[src/source/noc_pkg.sv]
package noc_pkg;

  // ~~~~~~~~~~~~~~~~~~~~~~~~~~~~~~~~~~~~~~~~~~~~~~~~~
  // basic widths
  // ~~~~~~~~~~~~~~~~~~~~~~~~~~~~~~~~~~~~~~~~~~~~~~~~~
  typedef logic [31:0] data_t;  // payload word of every flit
  typedef logic [7:0]  addr_t;  // word address into the local store
  typedef logic [3:0]  len_t;   // beat count, legal range is 1 to 15
  typedef logic [3:0]  tag_t;   // request tag echoed in the response
  typedef logic        vc_t;    // virtual channel number

  // the fourth encoding is never sent and is treated as illegal
  typedef enum logic [1:0] {
    PKT_WRITE    = 2'd0,
    PKT_READ     = 2'd1,
    PKT_RESPONSE = 2'd2
  } packet_type_t;

  typedef enum logic [1:0] {
    RESP_OK = 2'd0
  } resp_status_t;

  // ~~~~~~~~~~~~~~~~~~~~~~~~~~~~~~~~~~~~~~~~~~~~~~~~~
  // flit and header layout
  // ~~~~~~~~~~~~~~~~~~~~~~~~~~~~~~~~~~~~~~~~~~~~~~~~~

  // 37 bits on the wire, control bits above the payload
  typedef struct packed {
    logic         head;         // first flit of a packet
    logic         tail;         // last flit of a packet
    vc_t          vc;           // virtual channel the packet travels on
    packet_type_t packet_type;  // copied into every flit of the packet
    data_t        payload;      // header on a head flit, data otherwise
  } noc_flit_t;

  // payload of every head flit, status is only meaningful in responses
  typedef struct packed {
    logic [13:0]  rsvd;    // zero on the wire
    resp_status_t status;  // zero in requests
    tag_t         tag;
    len_t         len;
    addr_t        addr;    // first word of the burst
  } noc_header_t;

endpackage

[src/source/response_merger.sv]
module response_merger (
  input  logic               clk,
  input  logic               rst_n,
  input  noc_pkg::noc_flit_t wr_flit,
  input  logic               wr_valid,
  output logic               wr_ready,
  input  noc_pkg::noc_flit_t rd_flit,
  input  logic               rd_valid,
  output logic               rd_ready,
  output noc_pkg::noc_flit_t flit_out,
  output logic               flit_out_valid,
  input  logic               flit_out_ready
);

  logic locked;     // a packet owns the output
  logic sel_q;      // held source, high for the read side
  logic prefer_rd;  // who goes first when both are waiting
  logic pick_rd;
  logic cur_rd;

  always_comb begin
    if (wr_valid && rd_valid) begin
      pick_rd = prefer_rd;
    end else begin
      pick_rd = rd_valid;
    end
  end

  assign cur_rd         = locked ? sel_q : pick_rd;
  assign flit_out       = cur_rd ? rd_flit : wr_flit;
  assign flit_out_valid = cur_rd ? rd_valid : wr_valid;
  assign wr_ready       = !cur_rd && flit_out_ready;
  assign rd_ready       = cur_rd && flit_out_ready;

  always_ff @(posedge clk or negedge rst_n) begin
    if (!rst_n) begin
      locked    <= 1'b0;
      sel_q     <= 1'b0;
      prefer_rd <= 1'b0;
    end else if (flit_out_valid) begin
      if (flit_out_ready && flit_out.tail) begin
        locked    <= 1'b0;
        prefer_rd <= !cur_rd;  // hand the next turn to the other side
      end else begin
        locked <= 1'b1;
        sel_q  <= cur_rd;
      end
    end
  end

endmodule

[config.mk]
export PLATFORM = sky130hd
export DESIGN_NAME = response_merger
export DESIGN_NICKNAME = d
export VERILOG_FILES = /design/src/source/noc_pkg.sv /design/src/source/response_merger.sv
export SDC_FILE = /design/constraint.sdc
export NUM_CORES = 1
export LEC_CHECK = 0
export BUFFER_PORTS_ARGS = -buffer_cell sky130_fd_sc_hd__buf_4
export CORE_MARGIN = 10
export CORE_UTILIZATION = 27
export CTS_BUF_LIST = sky130_fd_sc_hd__clkbuf_4
export DETAILED_ROUTE_END_ITERATION = 10
export GPL_ROUTABILITY_DRIVEN = 0
export PLACE_DENSITY = 0.82
export RECOVER_POWER = 100
export SLEW_MARGIN = 5
export SYNTH_ARGS = -nofsm -noshare
export SYNTH_HDL_FRONTEND = slang
export SYNTH_SLANG_ARGS = --single-unit
[constraint.sdc]
create_clock -name clk -period 2.1 [get_ports clk]
set_clock_uncertainty 0.15 [all_clocks]
set_input_delay 0.315 -clock clk [delete_from_list [all_inputs] [get_ports clk]]
set_output_delay 0.315 -clock clk [all_outputs]
set_load 0.01 [all_outputs]
# ---- After elaboration in Yosys (flattened, before gate mapping)
# Cells that the tools add are included.
dict set report word_totals {
  reg_bits 3
  inputBits 79
  elab_cells 16
}
dict set report op_classes {
  muxes 5
  bitwise 1
  reduce_logical 7
}
# cell count
set op_table {}
lappend op_table {{two-way mux 37 bit} 1}
lappend op_table {{logical AND 1 bit} 4}
lappend op_table {{two-way mux 1 bit} 4}
lappend op_table {{AND reduction 2 bit} 2}
lappend op_table {{zero test 1 bit} 1}
lappend op_table {{inverter 1 bit} 1}

# ---- Longest topological paths before layout
# Gate-level depths: netlist of run 1.
dict set report depth {
  depth_word 7
  mapped_depth 5
  ltp_nobuf 4
}

# ---- Worst setup path before layout of run 1
# No wires, ideal clock.
dict set report synth_timing {
  path_type {register to output}
  startpoint {reg locked}
  endpoint {out flit_out[0] (netlist bit)}
  arrival_time_ns 1.348
  path_slack_ns 0.287
  path_stages_with_launch 5
  path_buffers 1
  path_cell_list {dfrtp_1 nand2b_1 o21ai_4 buf_6 mux2_2}
}
# element line
set synth_rtl {}
lappend synth_rtl {{from (decl)} response_merger.sv:15} ;# logic locked;
lappend synth_rtl {{from (signal assigned)} response_merger.sv:37} ;# locked <= 1'b0;
lappend synth_rtl {{from (signal assigned)} response_merger.sv:42} ;# locked <= 1'b0;
lappend synth_rtl {{from (signal assigned)} response_merger.sv:45} ;# locked <= 1'b1;
lappend synth_rtl {{to (decl)} response_merger.sv:10} ;# output noc_pkg::noc_flit_t flit_out,

==> results of run 1 <==
-- layer usage --
metal | vias to the layer above | routed length [um]
met1 | 564 | 1970
met3 | 12 | 512
met2 | 71 | 3020
met5 | - | 0
li1 | 518 | -
met4 | 0 | 138
-- cell usage after synthesis, drive strengths merged --
master,count
mux2,37
nand2b,1
dfrtp,3
a21oi,2
a21boi,1
o2111ai,1
nand2,3
a31oi,3
o21ai,1
a211oi,1
o21a,1
or3b,1
and2,1
nor3,1
buf,4
inv,2
and2b,1
nor2,2
-- worst max path at each step --
stage	end	slack [ns]	depth (start not counted)
global route	flit_out[1]	-0.16	6
detailed placement	flit_out[23]	0.09	5
finish	flit_out[1]	-0.09	6
global placement	flit_out[15]	0.12	6
floorplan	flit_out[0]	0.29	4
CTS	flit_out[8]	-0.13	6
-- registers in the layout, summed over array words and instances, names as in the netlist --
register / cells
locked: 1
prefer_rd: 1
sel_q: 1
-- worst max-delay path, delay by kind of cell, from the launching register on --
| family | cells | cell delay (ns) |
|---|---|---|
| simple gates | 1 | 0.16 |
| flops | 1 | 0.38 |
| compound gates | 1 | 0.18 |
| buf+inv | 3 | 0.46 |
| mux | 1 | 0.31 |
-- final cells by class --
class                           instances  area (um2)
Tap cell                               30        37.5
Inverter                                2        7.51
Clock buffer                            4        30.0
Sequential cell                         3        75.1
Fill cell                             117         317
Multi-Input combinational cell         57         697
Timing Repair Buffer                  134        1270
-- where the power goes --
| part | total (W) | internal, W | switching (W) |
|---|---|---|---|
| Sequential | 0.0000945 | 0.0000780 | 0.0000164 |
| Combinational | 0.00176 | 0.00112 | 0.000632 |
| Clock | 0.000116 | 0.0000841 | 0.0000316 |
-- stage by stage --
stage	util, %	worst slack [ns]	cell area [um2]	total power, W
6_report	87.0	-0.0949	2120	0.00197
5_1_grt	87.0	-0.165	2120	0.00205
3_5_place_dp	65.4	0.0948	1590	0.00118
2_1_floorplan	-	0.287	673	0.000679
3_3_place_gp	65.4	0.124	1590	0.00115
4_1_cts	82.5	-0.128	2010	0.00182
-- kinds of logic (layout without fill, tap and decap cells) --
group | Yosys count | in the layout | share of synthesized area, %
mux | 37 | 37 | 61.9
compound gates | 10 | 10 | 11.3
simple gates | 10 | 10 | 7.81
buf+inv | 6 | 140 | 7.81
flops | 3 | 3 | 11.2
-- repair_timing --
item / in CTS / in global routing
hold endpoints to repair: 3 / 0
hold buffers: 1 / 0
cloned: 2 / 1
setup buffers: 11 / 0
resized for setup: 60 / 28
pin swaps: 2 / 1
endpoints found under the setup margin: 37 / 39
==> flow_summary.yaml, run 1 <==
yosys:
  synth.largest_area_cell: "mux2_2"
  synth_cells: 66
  synth_fp_nets: 145
  avgSynthCellArea_um2: 10.2
  synthesis.area_um2: 673
  yosys_warnings: 0
  synth_top_area_share_pct: 61.9
  ys_ff_latch: 3
  seq_area_frac_synth_pct: 11.2
  ys_top_cells_by_area: "mux2_2 (62%), dfrtp_1 (11%), buf_6 (6.7%), a31oi_1 (2.8%), o21ai_4 (2.4%)"
  yosysUniqueCellTypes: 18
sta:
  hold_ws_ns: 0.172
  tightest_slew_ns: 0.246
  fmax_mhz: 456
  slew_viol_final: 0
  fin_crit_ns: 2.19
  final.setup.tns_ns: -1.99
  final_hold_viol_count: 0
  rsz0062_at_grt: "yes"
  slew_headroom_pct: 83.4
  setup_slack_ns: -0.0949
  period_share_pct: 105
  setup_viol: 36
min_path:
  holdPathEnd: "locked"
  worstHoldPathType: "input port to register"
  holdCritStartpoint: "flit_out_ready"
  whs_path_depth: 2
die:
  start_util_pct: 27.7
  dieArea_um2: 4890
  die_x_um: 69.9
  row_count: 18
  floorplan.die.height_um: 69.9
  ios: 119
  core_um2: 2430
power:
  powerDensity_nw_per_um2: 929
  peakVddDrop_mv: 0.720
  power_leakage_nw: 1.11
global_route:
  grtUsageMet2_pct: 35.8
  grt_pass1_vias: 1392
  gr-usage-met1_pct: 16.4
  overflow: 0
  busiest_layer: "met2"
  track_usage_pct: 18.6
  grt_antenna_before_repair: 0
  met3_usage_pct: 7.91
  grt_pass1_wl_mm: 7.43
  grt_max_degree: 14
clock_tree:
  clk_transition_reported_paths_ns: 0.04
  cts_max_level: 1
  clockBufferDepth: 2
  clock_latency_ns: 0.24
  ctsRootBufferMaster: "clkbuf_4"
  cts_tree: "done"
  cts_sinks: 3
  cts_buffers: 3
routing:
  drt-total-wl_mm: 5.64
  antenna_left: 0
  first_pass_iters: 4
  num_vias: 1165
  drcViolationCount: 0
  viasPerCell: 5.07
  drt_iter0_drc: 67
  wl_per_cell_um: 24.5
critical_path:
  cp.arrival_ns: 1.73
  start_kind: "register"
  slowest_delay_ns: 0.38
  critPathKind: "register to output port"
  r2r_slack_ns: 0.31
  cp_slowest_cell: "dfrtp_1"
  cp-end-kind: "output port"
  path_cells: "nand2b_4 > o21ai_4 > buf_8 > clkbuf_16 > mux2_4 > buf_6"
  rr_endpoint: "sel_q"
  rr_worst_depth: 9
  startpoint: "locked"
  critPathMaxFanout: 6
  cp.required_ns: 1.63
  r2r_start: "locked"
layout:
  layout_commonest_cell: "buf_4"
  area_growth_pct: 214
  drive_gt1_share_pct: 88.5
  nets: 280
  antenna_cells: 0
  final_cell_mix: "buf_4 (83), buf_6 (41), mux2_4 (37), clkbuf_4 (4)"
  stdcell_count: 230
placed_design:
  port_buffers: 118
  place_inst: 212
  hpwl_mm: 3.57
status:
  status: "finished, violations left"
  violations: "negative setup slack"
flow_run:
  drv_cap: 0
No activity file was read; power rests on OpenSTA's default activity.
==> run 2, diff against run 1 <==
Settings changed: SETUP_SLACK_MARGIN from default to 0.4.
==> run 2 against run 1 <==
Net effect: the run still ends with negative setup slack left; sequential cell count did not move; die area did not move; non-clock buffer count rose by 3; worst setup slack got worse by 0.034 ns; worst hold slack improved by 0.050 ns; final cell count rose by 1.3%; largest power group unchanged.
==> flow_summary.yaml, run 2 (synthesized netlist as in run 1, its figures left out) <==
layout:
  stdcell_count: 233
  final_cell_mix: "buf_4 (81), buf_6 (46), mux2_4 (37), clkbuf_4 (4)"
  area_growth_pct: 229
  drive_gt1_share_pct: 91.1
  antenna_cells: 0
  nets: 283
  layout_commonest_cell: "buf_4"
  fill_cells: 91
  reg_top3: "locked: 1 flops, prefer_rd: 1 flops, sel_q: 1 flops"
routing:
  wl_per_cell_um: 28.3
  viasPerCell: 5.16
  num_vias: 1203
  antenna_left: 0
  drt-total-wl_mm: 6.59
  drt_iter0_drc: 87
  first_pass_iters: 4
  drcViolationCount: 0
sta:
  final.setup.tns_ns: -3.45
  final_hold_viol_count: 0
  setup_viol: 37
  slew_headroom_pct: 72.3
  fmax_mhz: 449
  setup_slack_ns: -0.129
  tightest_slew_ns: 0.413
  period_share_pct: 106
  rsz0062_at_grt: "yes"
  slew_viol_final: 0
  fin_crit_ns: 2.23
critical_path:
  critPathMaxFanout: 5
  cp.required_ns: 1.63
  r2r_start: "prefer_rd"
  crit_family: "buffers and inverters"
  cp_slowest_cell: "dfrtp_1"
  crit_path_frequent_cell: "buf_6"
  startpoint: "prefer_rd"
  cp-end-kind: "output port"
  path_cells: "and2b_1 > o21ai_4 > buf_6 > clkbuf_16 > mux2_4 > buf_6"
  start_kind: "register"
  cp.arrival_ns: 1.76
  critPathKind: "register to output port"
  slowest_delay_ns: 0.34
  critPathBufInv: 3
placed_design:
  hpwl_mm: 4.10
  port_buffers: 118
  place_inst: 212
  place_ws_ns: 0.0925
global_route:
  grt_antenna_before_repair: 0
  track_usage_pct: 19.0
  overflow: 0
  grt_max_degree: 12
  grt_pass1_vias: 1217
  grt_pass1_wl_mm: 7.40
clock_tree:
  cts_sinks: 3
  clock_latency_ns: 0.23
  clockBufferDepth: 2
  cts_buffers: 3
  cts_tree: "done"
  clk_transition_reported_paths_ns: 0.04
  ctsRootBufferMaster: "clkbuf_4"
  cts_max_level: 1
die:
  die_x_um: 69.9
  ios: 119
  start_util_pct: 27.7
  core_um2: 2430
  floorplan.die.height_um: 69.9
  row_count: 18
  dieArea_um2: 4890
power:
  peakVddDrop_mv: 0.999
  power_leakage_nw: 1.14
  powerDensity_nw_per_um2: 949
status:
  violations: "negative setup slack"
  status: "finished, violations left"
flow_run:
  drv_cap: 0
min_path:
  worstHoldPathType: "input port to register"
  holdCritStartpoint: "wr_flit[35]"
## run 2: cell count changes in the layout (fill, tap and decap cells not counted), moves of 2 or more
| cell | change |
|---|---|
| buf_6 | +5 |
| a31oi_1 | -2 |
| a31oi_4 | +2 |
| buf_4 | -2 |
| clkbuf_16 | +2 |
## run 2: final timing paths
kind,slack (ns),depth (start not counted),end
setup / recovery,-0.13,6,flit_out[7]
hold / removal,0.22,3,sel_q
setup reg to reg,0.20,7,locked
hold reg to reg,0.50,2,sel_q
max in group asynchronous,1.38,2,prefer_rd
min in group asynchronous,0.27,2,locked
## run 2: per-stage QoR
step / hold slack, ns / power (W) / util (%) / instance area (um2)
detailed placement: -0.0455 / 0.00131 / 70.4 / 1710
global placement: -0.0469 / 0.00129 / 70.4 / 1710
global route: 0.224 / 0.00219 / 91.2 / 2220
CTS: 0.189 / 0.00165 / 77.9 / 1890
floorplan: -0.131 / 0.000809 / - / 793
finish: 0.223 / 0.00210 / 91.2 / 2220
## run 2: power breakdown
part | switching, W | internal (W) | total (W) | leakage (nW)
Combinational | 0.000691 | 0.00120 | 0.00189 | 1.09
Clock | 0.0000281 | 0.0000840 | 0.000112 | 0.0184
Sequential | 0.0000204 | 0.0000779 | 0.0000983 | 0.0342
## run 2: tightest hold or removal path, stage by stage
cell and delay, ns:
buf_4 0.10, a211oi_2 0.05, nor2_1 0.08
## run 2: final cells by class
| class | count | area (um2) | area share [%] |
|---|---|---|---|
| flip-flops and latches | 3 | 75.1 | 3.39 |
| inverters | 2 | 7.51 | 0.339 |
| well taps | 30 | 37.5 | 1.69 |
| repair buffers | 137 | 1330 | 59.8 |
| clock buffers | 4 | 30.0 | 1.35 |
| multi-input cells | 57 | 742 | 33.5 |
## run 2: repair_timing
item | CTS | global route
pin swaps | 2 | 4
setup endpoints to repair | 41 | 43
gates resized for setup | 10 | 57
hold endpoints to repair | 3 | 0
gates cloned | 2 | 3
setup buffers | 8 | 3
hold buffers | 1 | 0
## run 2: routing by layer
metal | vias to the layer above | part of all wire (%) | GRT usage, %
met5 | - | 0 | 0
met4 | 0 | 3.6 | 4.39
met3 | 16 | 7.1 | 4.24
met2 | 70 | 56 | 39.5
met1 | 591 | 33 | 17.9
li1 | 526 | - | -
==> run 3, diff against run 2 <==
Settings changed: CAP_MARGIN from default to 40, PLACE_DENSITY 0.82 to 0.81.
==> run 3 against run 2 <==
Net effect: the flow still finishes with violations (negative setup slack); clock power about the same; utilization grew 0.93 points; maximum frequency down 0.58%; worst setup slack lost 0.013 ns; via count is 2.1% higher; sequential power hardly changed; worst hold slack worse by 0.0048 ns; critical endpoint is now flit_out[22].
==> flow_summary.yaml, run 3 (synthesized netlist as in run 1, its figures left out) <==
placed_design:
  place_ws_ns: 0.0312
  hpwl_mm: 3.96
  port_buffers: 118
critical_path:
  slowest_delay_ns: 0.35
  critPathKind: "register to output port"
  critPathBufInv: 3
  critPathMaxFanout: 5
  cp.arrival_ns: 1.78
  cp-end-kind: "output port"
  crit_family: "buffers and inverters"
  path_cells: "and2b_2 > o21ai_4 > buf_6 > clkbuf_16 > mux2_4 > buf_6"
  cp_slowest_cell: "dfrtp_1"
  crit_path_frequent_cell: "buf_6"
  start_kind: "register"
  cp.required_ns: 1.63
routing:
  first_pass_iters: 4
  drt_iter0_drc: 49
  antenna_left: 0
  drcViolationCount: 0
  viasPerCell: 5.20
  wl_per_cell_um: 27.4
  num_vias: 1228
  drt-total-wl_mm: 6.47
global_route:
  grt_max_degree: 14
  grt_antenna_before_repair: 0
  track_usage_pct: 18.7
  grt_pass1_wl_mm: 7.30
  grt_pass1_vias: 1265
  overflow: 0
sta:
  slew_headroom_pct: 79.5
  final_hold_viol_count: 0
  hold_ws_ns: 0.218
  setup_slack_ns: -0.142
  setup_viol: 37
  fin_crit_ns: 2.24
  fmax_mhz: 446
  period_share_pct: 107
  rsz0062_at_grt: "yes"
  slew_viol_final: 0
  tightest_slew_ns: 0.304
status:
  violations: "negative setup slack"
  status: "finished, violations left"
flow_run:
  drv_cap: 0
min_path:
  worstHoldPathType: "input port to register"
clock_tree:
  clock_latency_ns: 0.23
  ctsRootBufferMaster: "clkbuf_4"
  clk_transition_reported_paths_ns: 0.04
  cts_buffers: 3
  clockBufferDepth: 2
  cts_sinks: 3
  cts_tree: "done"
  cts_max_level: 1
layout:
  reg_top3: "locked: 1 flops, prefer_rd: 1 flops, sel_q: 1 flops"
  area_growth_pct: 233
  antenna_cells: 0
  fill_cells: 82
  nets: 286
  drive_gt1_share_pct: 92.2
  layout_commonest_cell: "buf_4"
  final_cell_mix: "buf_4 (80), buf_6 (51), mux2_4 (37), clkbuf_4 (4)"
power:
  p_total_w: 0.00214
  peakVddDrop_mv: 1.01
  powerDensity_nw_per_um2: 955
  power_leakage_nw: 1.16
die:
  die_x_um: 69.9
  dieArea_um2: 4890
  ios: 119
  row_count: 18
  core_um2: 2430
  start_util_pct: 27.7
  floorplan.die.height_um: 69.9
-- run 3: worst paths after layout --
kind,from,end,slack (ns),depth (start not counted)
setup / recovery,prefer_rd,flit_out[22],-0.14,6
hold / removal,flit_out_ready,locked,0.22,2
setup reg to reg,prefer_rd,sel_q,0.21,10
hold reg to reg,sel_q,sel_q,0.52,2
max in group asynchronous,rst_n,locked,1.36,2
min in group asynchronous,rst_n,prefer_rd,0.29,2
-- run 3: layer usage --
metal	global-route usage (%)	up-vias	part of all wire (%)	wire (um)
li1	-	529	-	-
met1	17.2	586	34	2230
met2	36.7	101	53	3450
met3	8.76	12	9.9	643
met4	2.63	0	2.1	138
met5	0	-	0	0
-- run 3: cell type report --
class                      count  area (um2)  share of cell area (%)
sequential                     3        75.1                    3.35
clock buffer                   4        30.0                    1.34
timing repair buffer         140        1350                    60.3
tap                           30        37.5                    1.68
inverter                       2        7.51                   0.335
multi-input combinational     57         738                    33.0
-- run 3: timing repair --
| item | 4_1_cts | 5_1_grt |
|---|---|---|
| cloned | 1 | 3 |
| hold buffers | 1 | 0 |
| pin swaps | 2 | 5 |
| buffers inserted | 8 | 6 |
| resized for setup | 29 | 41 |
| endpoints found under the setup margin | 41 | 43 |
| endpoints found under the hold margin | 3 | 0 |
-- run 3: through the flow --
step	instances	utilization [%]	TNS (ns)	cell area, um2
after floorplan	66	-	0	793
after global placement	213	71.2	0	1730
after detailed placement	213	71.2	0	1730
after CTS	227	80.6	-0.409	1960
after global routing	236	92.1	-5.83	2240
final	236	92.1	-4.04	2240
-- run 3: report_power, final --
group / leakage, nW / switching (W) / total [W] / internal (W)
Sequential: 0.0342 / 0.0000206 / 0.0000985 / 0.0000780
Clock: 0.0184 / 0.0000286 / 0.000113 / 0.0000840
Combinational: 1.11 / 0.000700 / 0.00193 / 0.00123
Total: 1.16 / 0.000749 / 0.00214 / 0.00139
